[src/hdl/hyper_axi_pkg.sv]
/* AXI-side widths and beat types of the HyperBus front end.
   Imported by the front end modules and by the testbench. */

package hyper_axi_pkg;

    // ====================
    // Widths
    // ====================

    // PHY count sets the full beat width, 16 bits per PHY
    localparam int unsigned NumPhys   = 2;
    localparam int unsigned DataWidth = 16 * NumPhys;
    localparam int unsigned StrbWidth = DataWidth / 8;
    localparam int unsigned AddrWidth = 32;

    // ====================
    // Base types
    // ====================

    typedef logic [DataWidth-1:0] data_t;
    typedef logic [StrbWidth-1:0] strb_t;
    typedef logic [AddrWidth-1:0] addr_t;
    typedef logic [7:0]           len_t;
    typedef logic [2:0]           size_t;
    typedef logic [1:0]           resp_t;

    // Response codes
    localparam resp_t RespOkay   = 2'd0;
    localparam resp_t RespSlvErr = 2'd2;

    // ====================
    // Channel beats
    // ====================

    // Address request, len is beats minus one
    typedef struct packed {
        addr_t addr;
        len_t  len;
        size_t size;
    } ax_t;

    typedef struct packed {
        data_t data;
        strb_t strb;
        logic  last;
    } w_beat_t;

    typedef struct packed {
        data_t data;
        resp_t resp;
        logic  last;
    } r_beat_t;

endpackage

[src/hdl/hyper_phy_pkg.sv]
/* PHY-side transaction descriptor, stream beats and chip rules.
   Shared by the front end, its mapper and the testbench PHY model. */

package hyper_phy_pkg;

    // ====================
    // Chips and bursts
    // ====================

    localparam int unsigned NumChips     = 2;
    localparam int unsigned ChipSelWidth = (NumChips > 1) ? $clog2(NumChips) : 1;

    // Word-count field of a descriptor
    localparam int unsigned BurstWidth = 16;

    typedef logic [BurstWidth-1:0]   blen_t;
    typedef logic [ChipSelWidth-1:0] chip_idx_t;

    // ====================
    // Descriptor
    // ====================

    // One HyperBus transaction, burst counted in 16-bit words
    typedef struct packed {
        logic                 write;
        logic                 burst_type;
        logic                 address_space;
        hyper_axi_pkg::addr_t address;
        blen_t                burst;
    } trans_t;

    // ====================
    // Stream beats
    // ====================

    typedef struct packed {
        hyper_axi_pkg::data_t data;
        hyper_axi_pkg::strb_t strb;
        logic                 last;
    } tx_t;

    typedef struct packed {
        hyper_axi_pkg::data_t data;
        logic                 error;
        logic                 last;
    } rx_t;

    // Half-open range [start_addr, end_addr) mapped to one chip
    typedef struct packed {
        chip_idx_t            idx;
        hyper_axi_pkg::addr_t start_addr;
        hyper_axi_pkg::addr_t end_addr;
    } chip_rule_t;

    // Arbitrated request waiting for the bus
    typedef struct packed {
        hyper_axi_pkg::ax_t ax;
        logic               write;
    } req_t;

endpackage

[src/hdl/hyper_ax_arbiter.sv]
/* Round-robin arbiter between AR and AW requests feeding a two-entry
   spill register, so the bus sees one request stream tagged with a write flag. */

`timescale 1ns/100ps

module hyper_ax_arbiter (
    input  logic                clk_i,
    input  logic                rst_ni,

    input  hyper_axi_pkg::ax_t  ar_i,
    input  logic                ar_valid_i,
    output logic                ar_ready_o,

    input  hyper_axi_pkg::ax_t  aw_i,
    input  logic                aw_valid_i,
    output logic                aw_ready_o,

    output hyper_phy_pkg::req_t req_o,
    output logic                req_valid_o,
    input  logic                req_ready_i
);

    import hyper_phy_pkg::*;

    // Grant state, high when AW won the last handshake
    logic last_aw_q;
    logic sel_aw;
    logic arb_valid;
    logic spill_ready;
    req_t arb_req;

    // Spill register stages
    logic a_full_q;
    logic b_full_q;
    req_t a_data_q;
    req_t b_data_q;
    logic a_fill;
    logic a_drain;
    logic b_fill;
    logic b_drain;

    // ====================
    // Arbitration
    // ====================

    // AW only when AR idle or AR won last time
    assign sel_aw    = aw_valid_i & (~ar_valid_i | ~last_aw_q);
    assign arb_valid = ar_valid_i | aw_valid_i;

    assign arb_req.ax    = sel_aw ? aw_i : ar_i;
    assign arb_req.write = sel_aw;

    assign ar_ready_o = spill_ready & ~sel_aw;
    assign aw_ready_o = spill_ready & sel_aw;

    // Reset value makes AR the first winner
    always_ff @(posedge clk_i or negedge rst_ni) begin
        if (!rst_ni) begin
            last_aw_q <= 1'b1;
        end else if (arb_valid && spill_ready) begin
            last_aw_q <= sel_aw;
        end
    end

    // ====================
    // Spill register
    // ====================

    assign spill_ready = ~a_full_q | ~b_full_q;

    assign a_fill  = arb_valid & spill_ready;
    assign a_drain = a_full_q & ~b_full_q;
    assign b_fill  = a_drain & ~req_ready_i;
    assign b_drain = b_full_q & req_ready_i;

    always_ff @(posedge clk_i or negedge rst_ni) begin
        if (!rst_ni) begin
            a_full_q <= 1'b0;
            b_full_q <= 1'b0;
        end else begin
            a_full_q <= a_fill | (a_full_q & ~a_drain);
            b_full_q <= b_fill | (b_full_q & ~b_drain);
        end
    end

    always_ff @(posedge clk_i) begin
        if (a_fill) begin
            a_data_q <= arb_req;
        end
        if (b_fill) begin
            b_data_q <= a_data_q;
        end
    end

    // Older entry sits in B whenever B is occupied
    assign req_valid_o = a_full_q | b_full_q;
    assign req_o       = b_full_q ? b_data_q : a_data_q;

endmodule

[src/hdl/hyper_axi_front.sv]
/* HyperBus front end with a simplified AXI slave port, one transfer at a time.
   Connects AXI-style request and beat streams to the PHY descriptor and streams. */

`timescale 1ns/100ps

module hyper_axi_front (
    input  logic                      clk_i,
    input  logic                      rst_ni,

    // AXI side
    input  hyper_axi_pkg::ax_t        ar_i,
    input  logic                      ar_valid_i,
    output logic                      ar_ready_o,

    input  hyper_axi_pkg::ax_t        aw_i,
    input  logic                      aw_valid_i,
    output logic                      aw_ready_o,

    input  hyper_axi_pkg::w_beat_t    w_i,
    input  logic                      w_valid_i,
    output logic                      w_ready_o,

    output hyper_axi_pkg::r_beat_t    r_o,
    output logic                      r_valid_o,
    input  logic                      r_ready_i,

    output hyper_axi_pkg::resp_t      b_resp_o,
    output logic                      b_valid_o,
    input  logic                      b_ready_i,

    // PHY side
    input  hyper_phy_pkg::rx_t        rx_i,
    input  logic                      rx_valid_i,
    output logic                      rx_ready_o,

    output hyper_phy_pkg::tx_t        tx_o,
    output logic                      tx_valid_o,
    input  logic                      tx_ready_i,

    input  logic                      b_error_i,
    input  logic                      phy_b_valid_i,
    output logic                      phy_b_ready_o,

    output hyper_phy_pkg::trans_t     trans_o,
    output logic [hyper_phy_pkg::NumChips-1:0] trans_cs_o,
    output logic                      trans_valid_o,
    input  logic                      trans_ready_i,

    // Configuration and status
    input  hyper_phy_pkg::chip_rule_t [hyper_phy_pkg::NumChips-1:0] chip_rules_i,
    input  logic [4:0]                addr_mask_msb_i,
    input  logic                      addr_space_i,
    output logic                      trans_active_o
);

    import hyper_axi_pkg::*;
    import hyper_phy_pkg::*;

    req_t    req;
    logic    req_valid;
    logic    req_ready;
    logic    trans_handshake;

    logic    active;
    logic    wready;
    logic    read_done;
    logic    write_resp_done;
    logic    tx_done;

    w_beat_t wf_data;
    logic    wf_valid;
    r_beat_t rf_in;

    // ====================
    // Request path
    // ====================

    hyper_ax_arbiter i_ax_arbiter (
        .clk_i,
        .rst_ni,
        .ar_i,
        .ar_valid_i,
        .ar_ready_o,
        .aw_i,
        .aw_valid_i,
        .aw_ready_o,
        .req_o       ( req       ),
        .req_valid_o ( req_valid ),
        .req_ready_i ( req_ready )
    );

    // Hold the request back while a transfer is on the bus
    assign trans_valid_o   = req_valid & ~active;
    assign req_ready       = trans_ready_i & ~active;
    assign trans_handshake = trans_valid_o & trans_ready_i;

    hyper_trans_mapper i_trans_mapper (
        .req_i           ( req ),
        .chip_rules_i,
        .addr_mask_msb_i,
        .addr_space_i,
        .trans_o,
        .trans_cs_o
    );

    // ====================
    // Write path
    // ====================

    hyper_stream_fifo #(
        .Depth ( 8        ),
        .T     ( w_beat_t )
    ) i_w_fifo (
        .clk_i,
        .rst_ni,
        .data_i  ( w_i                 ),
        .valid_i ( w_valid_i           ),
        .ready_o ( w_ready_o           ),
        .data_o  ( wf_data             ),
        .valid_o ( wf_valid            ),
        .ready_i ( tx_ready_i & wready )
    );

    assign tx_o.data  = wf_data.data;
    assign tx_o.strb  = wf_data.strb;
    assign tx_o.last  = wf_data.last;
    assign tx_valid_o = wf_valid & wready;

    // ====================
    // Read path
    // ====================

    assign rf_in.data = rx_i.data;
    assign rf_in.resp = rx_i.error ? RespSlvErr : RespOkay;
    assign rf_in.last = rx_i.last;

    hyper_stream_fifo #(
        .Depth ( 2        ),
        .T     ( r_beat_t )
    ) i_r_fifo (
        .clk_i,
        .rst_ni,
        .data_i  ( rf_in      ),
        .valid_i ( rx_valid_i ),
        .ready_o ( rx_ready_o ),
        .data_o  ( r_o        ),
        .valid_o ( r_valid_o  ),
        .ready_i ( r_ready_i  )
    );

    // Write response passes straight through
    assign b_valid_o     = phy_b_valid_i;
    assign phy_b_ready_o = b_ready_i;
    assign b_resp_o      = b_error_i ? RespSlvErr : RespOkay;

    // ====================
    // Transfer status
    // ====================

    assign read_done       = rx_valid_i & rx_ready_o & rx_i.last;
    assign write_resp_done = phy_b_valid_i & b_ready_i;
    assign tx_done         = tx_valid_o & tx_ready_i & tx_o.last;

    hyper_trans_status i_trans_status (
        .clk_i,
        .rst_ni,
        .trans_start_i     ( trans_handshake ),
        .trans_write_i     ( req.write       ),
        .read_done_i       ( read_done       ),
        .write_resp_done_i ( write_resp_done ),
        .tx_done_i         ( tx_done         ),
        .active_o          ( active          ),
        .wready_o          ( wready          )
    );

    assign trans_active_o = active;

endmodule

[src/hdl/hyper_stream_fifo.sv]
/* Registered circular FIFO for valid/ready streams, no fall-through.
   The payload type is a parameter so write and read beats share it. */

`timescale 1ns/100ps

module hyper_stream_fifo #(
    parameter int unsigned Depth = 8,
    parameter type         T     = logic
) (
    input  logic clk_i,
    input  logic rst_ni,

    input  T     data_i,
    input  logic valid_i,
    output logic ready_o,

    output T     data_o,
    output logic valid_o,
    input  logic ready_i
);

    localparam int unsigned PtrWidth = (Depth > 1) ? $clog2(Depth) : 1;
    localparam int unsigned CntWidth = $clog2(Depth + 1);

    logic [PtrWidth-1:0] wr_ptr_q;
    logic [PtrWidth-1:0] rd_ptr_q;
    logic [CntWidth-1:0] count_q;
    logic                push;
    logic                pop;
    T                    mem_q [Depth];

    // Pointer increment with wrap at the last slot
    function automatic logic [PtrWidth-1:0] next_ptr(input logic [PtrWidth-1:0] ptr);
        return (ptr == PtrWidth'(Depth - 1)) ? '0 : ptr + 1'b1;
    endfunction

    assign ready_o = (count_q != CntWidth'(Depth));
    assign valid_o = (count_q != '0);
    assign data_o  = mem_q[rd_ptr_q];

    assign push = valid_i & ready_o;
    assign pop  = valid_o & ready_i;

    always_ff @(posedge clk_i or negedge rst_ni) begin
        if (!rst_ni) begin
            wr_ptr_q <= '0;
            rd_ptr_q <= '0;
            count_q  <= '0;
        end else begin
            if (push) begin
                wr_ptr_q <= next_ptr(wr_ptr_q);
            end
            if (pop) begin
                rd_ptr_q <= next_ptr(rd_ptr_q);
            end
            if (push && !pop) begin
                count_q <= count_q + 1'b1;
            end else if (pop && !push) begin
                count_q <= count_q - 1'b1;
            end
        end
    end

    always_ff @(posedge clk_i) begin
        if (push) begin
            mem_q[wr_ptr_q] <= data_i;
        end
    end

endmodule

[src/hdl/hyper_trans_mapper.sv]
/* Combinational mapping of the held request onto a HyperBus descriptor,
   with chip-select decode, address masking and word burst length. */

`timescale 1ns/100ps

module hyper_trans_mapper (
    input  hyper_phy_pkg::req_t       req_i,
    input  hyper_phy_pkg::chip_rule_t [hyper_phy_pkg::NumChips-1:0] chip_rules_i,
    input  logic [4:0]                addr_mask_msb_i,
    input  logic                      addr_space_i,
    output hyper_phy_pkg::trans_t     trans_o,
    output logic [hyper_phy_pkg::NumChips-1:0] trans_cs_o
);

    import hyper_axi_pkg::*;
    import hyper_phy_pkg::*;

    chip_idx_t chip_idx;
    logic      rule_hit;
    addr_t     addr_mask;
    blen_t     beats;

    // ====================
    // Chip select
    // ====================

    // First matching rule wins, chip 0 when nothing matches
    always_comb begin
        chip_idx = '0;
        rule_hit = 1'b0;
        for (int unsigned i = 0; i < NumChips; i++) begin
            if (!rule_hit &&
                (req_i.ax.addr >= chip_rules_i[i].start_addr) &&
                (req_i.ax.addr <  chip_rules_i[i].end_addr)) begin
                chip_idx = chip_rules_i[i].idx;
                rule_hit = 1'b1;
            end
        end
    end

    always_comb begin
        trans_cs_o           = '0;
        trans_cs_o[chip_idx] = 1'b1;
    end

    // ====================
    // Descriptor fields
    // ====================

    // Clear address bits at and above the mask MSB
    assign addr_mask = ~({AddrWidth{1'b1}} << addr_mask_msb_i);

    // Full-width beats only, each beat is NumPhys words
    assign beats = blen_t'(req_i.ax.len) + blen_t'(1);

    assign trans_o.write         = req_i.write;
    // Linear burst, wrapping is not supported
    assign trans_o.burst_type    = 1'b1;
    assign trans_o.address_space = addr_space_i;
    assign trans_o.address       = (req_i.ax.addr & addr_mask) >> NumPhys;
    assign trans_o.burst         = beats << (NumPhys - 1);

endmodule

[src/hdl/hyper_trans_status.sv]
/* Transfer tracker holding the bus-active and write-enable flags.
   A start in the same cycle as a done event leaves the flag set. */

`timescale 1ns/100ps

module hyper_trans_status (
    input  logic clk_i,
    input  logic rst_ni,

    input  logic trans_start_i,
    input  logic trans_write_i,
    input  logic read_done_i,
    input  logic write_resp_done_i,
    input  logic tx_done_i,

    output logic active_o,
    output logic wready_o
);

    logic active_d;
    logic active_q;
    logic wready_d;
    logic wready_q;

    // Clear first so a start overrides it
    always_comb begin
        active_d = active_q;
        wready_d = wready_q;
        if (read_done_i || write_resp_done_i) begin
            active_d = 1'b0;
        end
        if (trans_start_i) begin
            active_d = 1'b1;
        end
        if (tx_done_i) begin
            wready_d = 1'b0;
        end
        if (trans_start_i && trans_write_i) begin
            wready_d = 1'b1;
        end
    end

    always_ff @(posedge clk_i or negedge rst_ni) begin
        if (!rst_ni) begin
            active_q <= 1'b0;
            wready_q <= 1'b0;
        end else begin
            active_q <= active_d;
            wready_q <= wready_d;
        end
    end

    assign active_o = active_q;
    assign wready_o = wready_q;

endmodule

[config.mk]
export PLATFORM = sky130hd
export DESIGN_NAME = hyper_axi_front
export DESIGN_NICKNAME = d
export VERILOG_FILES = /design/src/hdl/hyper_axi_pkg.sv /design/src/hdl/hyper_phy_pkg.sv /design/src/hdl/hyper_ax_arbiter.sv /design/src/hdl/hyper_axi_front.sv /design/src/hdl/hyper_stream_fifo.sv /design/src/hdl/hyper_trans_mapper.sv /design/src/hdl/hyper_trans_status.sv
export SDC_FILE = /design/constraint.sdc
export NUM_CORES = 1
export LEC_CHECK = 0
export BUFFER_PORTS_ARGS = -buffer_cell sky130_fd_sc_hd__buf_2
export CAP_MARGIN = 10
export CORE_ASPECT_RATIO = 1.1
export CORE_MARGIN = 5
export CORE_UTILIZATION = 49
export DETAILED_ROUTE_END_ITERATION = 16
export GPL_TIMING_DRIVEN = 0
export PLACE_DENSITY_LB_ADDON = 0.12
export SYNTH_ARGS = -nofsm -noshare
export SYNTH_HDL_FRONTEND = slang
export SYNTH_SLANG_ARGS = --single-unit
[constraint.sdc]
create_clock -name clk_i -period 5.75 [get_ports clk_i]
set_input_delay 1.15 -clock clk_i [delete_from_list [all_inputs] [get_ports clk_i]]
set_output_delay 1.15 -clock clk_i [all_outputs]
set_load 0.01 [all_outputs]
; Yosys cells after proc, flatten, opt, wreduce, memory -nomap -nowiden
; Memories as Yosys holds them, arrays and structs flattened.
; Index checks and enable logic that the tools add are counted.
[classes]
add_sub_neg = 9
mul = 0
div_mod_pow = 0
n_lt_le_gt_ge = 6
n_eq_ne = 4
shift = 1
muxes = 25
bitwise_logic = 39
n_reduce_logical = 22
[op_table]
columns = operator, count
row1 = >= comparator 32 bit, 2
row2 = < comparator 32 bit, 2
row3 = 2-to-1 mux 44 bit, 1
row4 = 2-to-1 mux 43 bit, 1
row5 = AND 32 bit, 1
row6 = inverter 32 bit, 1
row7 = "<< shifter 32 x 5 -> 32 bit, first input constant", 1
row8 = AND 1 bit, 22
row9 = 2-to-1 mux 1 bit, 14
row10 = logical AND 1 bit, 10
row11 = nonzero test 2 bit, 5
row12 = "adder 8 x 1 -> 9 bit, second input constant", 1
row13 = inverter 1 bit, 9
row14 = 2-to-1 mux 2 bit, 4
row15 = 2-to-1 mux 4 bit, 2
row16 = "adder 3 x 1 -> 3 bit, second input constant", 2
row17 = "== test 3 bit, second input constant", 2
row18 = 2-to-1 mux 3 bit, 2
row19 = bitwise OR 1 bit, 6
row20 = logical NOT 1 bit, 5
row21 = "adder 4 x 1 -> 4 bit, second input constant", 1
row22 = "!= test 4 bit, second input constant", 1
row23 = nonzero test 4 bit, 1
row24 = "subtractor 4 x 1 -> 4 bit, second input constant", 1
row25 = other kinds (8), 9
[totals]
register_bits = 107
latchBits = 0
mem_bits_rw = 366
romBits = 0
output_inout_bits = 137
wordCells = 127
memories = 2
[mem_list]
columns = name, depth, width, rd, rd_clocked_by_memory_dff, wr, line
row1 = i_w_fifo.mem_q, 8, 37, 1, 0, 1, hyper_stream_fifo.sv:30  ; T mem_q [Depth];
row2 = i_r_fifo.mem_q, 2, 35, 1, 0, 1, hyper_stream_fifo.sv:30

; Longest topological paths before layout
[depth]
depth_word = 12
depth_mapped = 14
ltp_nobuf = 12

; Hierarchy
; From an unflattened synthesis, not the netlist that was laid out.
[unflattened]
cells_unflattened = 1378
hier_area_um2 = 22750.6
[by_module_without_submodules]
columns = module, instances, cells_per_inst, area_each_um2, seq_area_each_um2
row1 = hyper_stream_fifo (i_w_fifo), 1, 492, 11985.2, 9138.8
row2 = hyper_ax_arbiter, 1, 202, 4041.4, 2718.9
row3 = hyper_trans_mapper, 1, 537, 3691.0, 0.0
row4 = hyper_stream_fifo (i_r_fifo), 1, 127, 2870.3, 2202.1
row5 = hyper_axi_front, 1, 13, 88.8, 0.0
row6 = hyper_trans_status, 1, 7, 73.8, 50.0

; Worst setup path before layout
; No wires, ideal clock.
[synth_path]
path_type = input to register
start = input w_valid_i
end = memory i_w_fifo.mem_q[0][0] (netlist bit) (enable)
setup_time_ns = 0.524
arrival_time_ns = 4.815
t_required_ns = 5.226
slack_ns = 0.412
cell_stages = 2
path_cell_list = nand2_1 -> nor4_1
[synth_between]
elab_chain_cells = 3
[synth_lines]
columns = item, line
row1 = "start, declared", hyper_axi_front.sv:20  ; input logic w_valid_i,
row2 = AND 1 bit, hyper_stream_fifo.sv:41  ; assign push = valid_i & ready_o;
row3 = 2-to-1 mux 1 bit, hyper_stream_fifo.sv:65  ; if (push) begin
row4 = 2-to-1 mux 1 bit (implied by the code), hyper_stream_fifo.sv:66  ; mem_q[wr_ptr_q] <= data_i;
row5 = "end, declared", hyper_stream_fifo.sv:30
; Every way passes these cells.

; Final worst setup path
[layout_path]
start = register i_ax_arbiter.b_full_q
end = output trans_cs_o[1] (netlist bit)
[layout_between]
elab_chain_cells = 12
word_cells_on_any_way = 17
classes_between = 6 x order compare / 6 x mux / 5 x reduce/logical
[layout_lines]
columns = item, line
row1 = "start, declared", hyper_ax_arbiter.sv:34  ; logic b_full_q;
row2 = "start signal, assigned", hyper_ax_arbiter.sv:82  ; b_full_q <= b_fill | (b_full_q & ~b_drain);
row3 = 2-to-1 mux 44 bit (*), hyper_ax_arbiter.sv:97  ; assign req_o = b_full_q ? b_data_q : a_data_q;
row4 = >= comparator 32 bit or < comparator 32 bit (tied branches), "hyper_trans_mapper.sv:33, hyper_trans_mapper.sv:34"
row5 = logical AND 1 bit, hyper_trans_mapper.sv:33  ; (req_i.ax.addr >= chip_rules_i[i].start_addr) &&
row6 = 2-to-1 mux 1 bit, hyper_trans_mapper.sv:32  ; if (!rule_hit &&
row7 = logical NOT 1 bit, hyper_trans_mapper.sv:32
row8 = logical AND 1 bit, hyper_trans_mapper.sv:32
row9 = logical AND 1 bit, hyper_trans_mapper.sv:33
row10 = 2-to-1 mux 1 bit (*), hyper_trans_mapper.sv:32
row11 = net i_trans_mapper.chip_idx, hyper_trans_mapper.sv:18  ; chip_idx_t chip_idx;
row12 = < comparator 1 x 2 -> 1 bit (implied by the code) or >= comparator 1 bit (tied branches), hyper_trans_mapper.sv:43  ; trans_cs_o[chip_idx] = 1'b1;
row13 = logical AND 1 bit (implied by the code), hyper_trans_mapper.sv:43
row14 = 2-to-1 mux 1 bit (implied by the code), hyper_trans_mapper.sv:43
row15 = demux 1 bit (select 1 bit) (*), -
row16 = "end, declared", hyper_axi_front.sv:45  ; output logic [hyper_phy_pkg::NumChips-1:0] trans_cs_o,
; The timed path passes the listed nets; every way through them passes the cells marked *.

==> metrics.cfg <==
[grt]
overflow = 0
grt_pass1_vias = 13900
grt_antenna_before_repair = 14
grt_first_pass_wirelength_mm = 84.0
grt_use_total_pct = 22.8
grt_max_degree = 35

[sta]
fin_crit_ns = 5.50
relSlewSlack_pct = 35.6
period_share_pct = 95.6
rsz0062_at_grt = false
tightestPinTransition_ns = 0.964
fmax_ghz = 0.182
hold_viol = 0
fin_setup_tns_ns = 0
hold_ws_ns = 0.450
fin_worst_skew_ns = 0.0263
drv_slew = 0
setup_viol = 0

[layout]
layout-drive-gt1-share_pct = 41.5
final_common_cell = edfxtp_1
final_cell_mix = edfxtp_1 (446), buf_2 (429), mux2_2 (148), inv_1 (135), ha_1 (135)
area_growth_pct = 22.2
fin_util_pct = 60.1
n_fill_cell = 3461
stdcell_area_sq_um = 26500
nets = 2299
layoutNonFillerInstCount = 2482

[min_path]
min_path_type = flop to flop

[run]
drv_cap = 0

[synth]
yosysTopAreaCell = edfxtp_1
synth_top_area_share_pct = 61.7
syn_area_sq_um = 21700
yosysWarnings = 0
synthFlopType = edfxtp_1
synth_seq_area_share_pct = 63.9
ys_ff_latch = 465
ys_types = 59
synth_cells = 1349
synth_edf_count = 446
synthArstFlopShare_pct = 4.09
syn_area_per_cell_sq_um = 16.1
yosys-top-cells-area = edfxtp_1 (62%), ha_1 (7.8%), mux2_2 (7.7%), mux4_2 (7.7%), inv_1 (2.3%)

[route]
wl_per_cell_um = 22.9
drc_errors = 0
vias = 13400
firstDrtPassIters = 5
routed_wl_mm = 56.7
initialDrtViolationCount = 806
vias_per_cell = 5.40
antenna_left = 0

[setup_path]
cp.required_ns = 4.60
arrival_ns = 4.35
path_class = flop to primary output
crit_path_start_kind = flop
worst_setup_path_end_kind = primary output
path_max_fanout = 10

[floorplan]
num_io_pins = 442
die_w_um = 211
die_area_sq_um = 48600
start_util_pct = 49.1
placementRows = 81
core_sq_um = 44200
die-height_um = 231

[placement]
gp_congestion = 0.914
post_dp_cell_area_sq_um = 25000
io_buffers = 418
post-place-cells = 2391
hpwl_mm = 42.9

[pwr]
peakVddDrop_uv = 313
power_density_nw_per_um2 = 442
p_leak_nw = 10.7

[clock_tree]
cts_setup_buffers = 0
numCtsBuffers = 46
clk_latency_ns = 0.58
htreeDepth = 2
clockRootBuffer = clkbuf_16
cts_tree = built
cts_sinks = 465
holdBufCountCts = 0
cts_buffer_depth = 3
cts.clk_slew.worst_paths_ns = 0.06

[status]
status = completed

==> area by class of cell <==
| cell class | instances | area (sq um) | area share [%] |
|---|---|---|---|
| sequential | 465 | 13900 | 52.2 |
| multi-input combinational | 701 | 7160 | 27.0 |
| timing repair buffer | 450 | 2480 | 9.33 |
| clock buffer | 60 | 1200 | 4.53 |
| tap | 581 | 727 | 2.74 |
| inverter | 135 | 507 | 1.91 |
| buffer | 59 | 318 | 1.20 |
| clock inverter | 24 | 268 | 1.01 |
| antenna | 7 | 17.5 | 0.0660 |
==> cells by family (layout without fill, tap and decap cells) <==
family / after synthesis / after routing / synth area share (%)
compound gates: 147 / 147 / 4.51
xor+xnor: 15 / 15 / 0.605
fa+ha+maj: 136 / 136 / 7.87
buf+inv: 194 / 728 / 3.73
flops: 465 / 465 / 63.9
mux: 228 / 228 / 15.7
other cells: 2 / 20 / 0.0346
simple gates: 162 / 162 / 3.72
==> report_power, final <==
group	internal (W)	leakage (nW)	switching [W]	total, W
Sequential	0.00439	4.30	0.000189	0.00458
Clock	0.00171	0.710	0.00124	0.00294
Combinational	0.00192	5.68	0.00230	0.00423
Total	0.00802	10.7	0.00373	0.0117
==> Yosys cell counts (all sizes together) (4+ instances only) <==
library cell and count:
nor3 17, nand2 41, a21oi 43, a21o 21, edfxtp 446, and3 5, nand3 9, mux2i 5
a21boi 13, nor2 32, nor3b 6, nor2b 17, ha 135, o21ai 27, clkbuf 25, mux4 74
a2111oi 4, xnor2 10, buf 34, a211oi 11, xor2 5, dfrtp 18, nand2b 6, inv 135
mux2 149, nand4 20
==> metal layers <==
layer / track usage (%) / share of wire [%] / up-vias
met2: 40.7 / 52 / 443
li1: - / - / 6199
met1: 27.2 / 38 / 6634
met3: 5.44 / 7.4 / 108
met5: 0 / 0.13 / -
met4: 8.00 / 3.1 / 12
==> registers in the layout (all words and copies together) (netlist names) <==
name,cells
i_ax_arbiter.b_full_q,1
i_trans_status.active_o,1
i_r_fifo.mem_q,68
i_w_fifo.count_q,4
i_ax_arbiter.a_full_q,1
i_trans_status.wready_o,1
i_ax_arbiter.a_data_q,41
i_r_fifo.count_q,2
i_r_fifo.wr_ptr_q,1
i_r_fifo.rd_ptr_q,1
i_ax_arbiter.b_data_q,41
i_w_fifo.mem_q,296
i_w_fifo.wr_ptr_q,3
i_w_fifo.rd_ptr_q,3
i_ax_arbiter.last_aw_q,1
==> timing repair <==
item                       in CTS  in global routing
cloned                          0                  0
setup endpoints to repair       2                  1
gates resized for setup         8                  4
==> worst paths after layout <==
kind / start / to / slack, ns / depth (start not counted)
min in group asynchronous: rst_ni / i_w_fifo.wr_ptr_q[2] / 0.52 / 1
max reg2reg: i_ax_arbiter.last_aw_q / i_ax_arbiter.a_data_q[40] / 3.19 / 3
max: i_ax_arbiter.b_full_q / trans_cs_o[1] / 0.25 / 14
max in group asynchronous: rst_ni / i_ax_arbiter.last_aw_q / 4.88 / 1
min: i_ax_arbiter.a_data_q[38] / i_ax_arbiter.b_data_q[38] / 0.45 / 0
min reg2reg: i_ax_arbiter.a_data_q[38] / i_ax_arbiter.b_data_q[38] / 0.45 / 0
==> worst max-delay path, cell delays in order, from the launching register on <==
cell      delay [ns]
dfrtp_1         0.41
buf_2           0.28
buf_4           0.26
buf_4           0.25
mux2_2          0.40
ha_1            0.28
a21o_1          0.12
a211oi_1        0.07
o31a_1          0.30
o211ai_1        0.25
a41oi_1         0.19
a211o_1         0.35
mux2_4          0.33
buf_4           0.13
buf_2           0.13
==> per-stage QoR <==
step | setup slack (ns) | total power (W)
after global routing | 0.0195 | 0.0124
after floorplan | 0.412 | 0.00730
final | 0.253 | 0.0117
after global placement | -3.56 | 0.00877
after CTS | 0.0685 | 0.0119
after detailed placement | -0.184 | 0.00894
No activity file was read; power rests on OpenSTA's default activity.
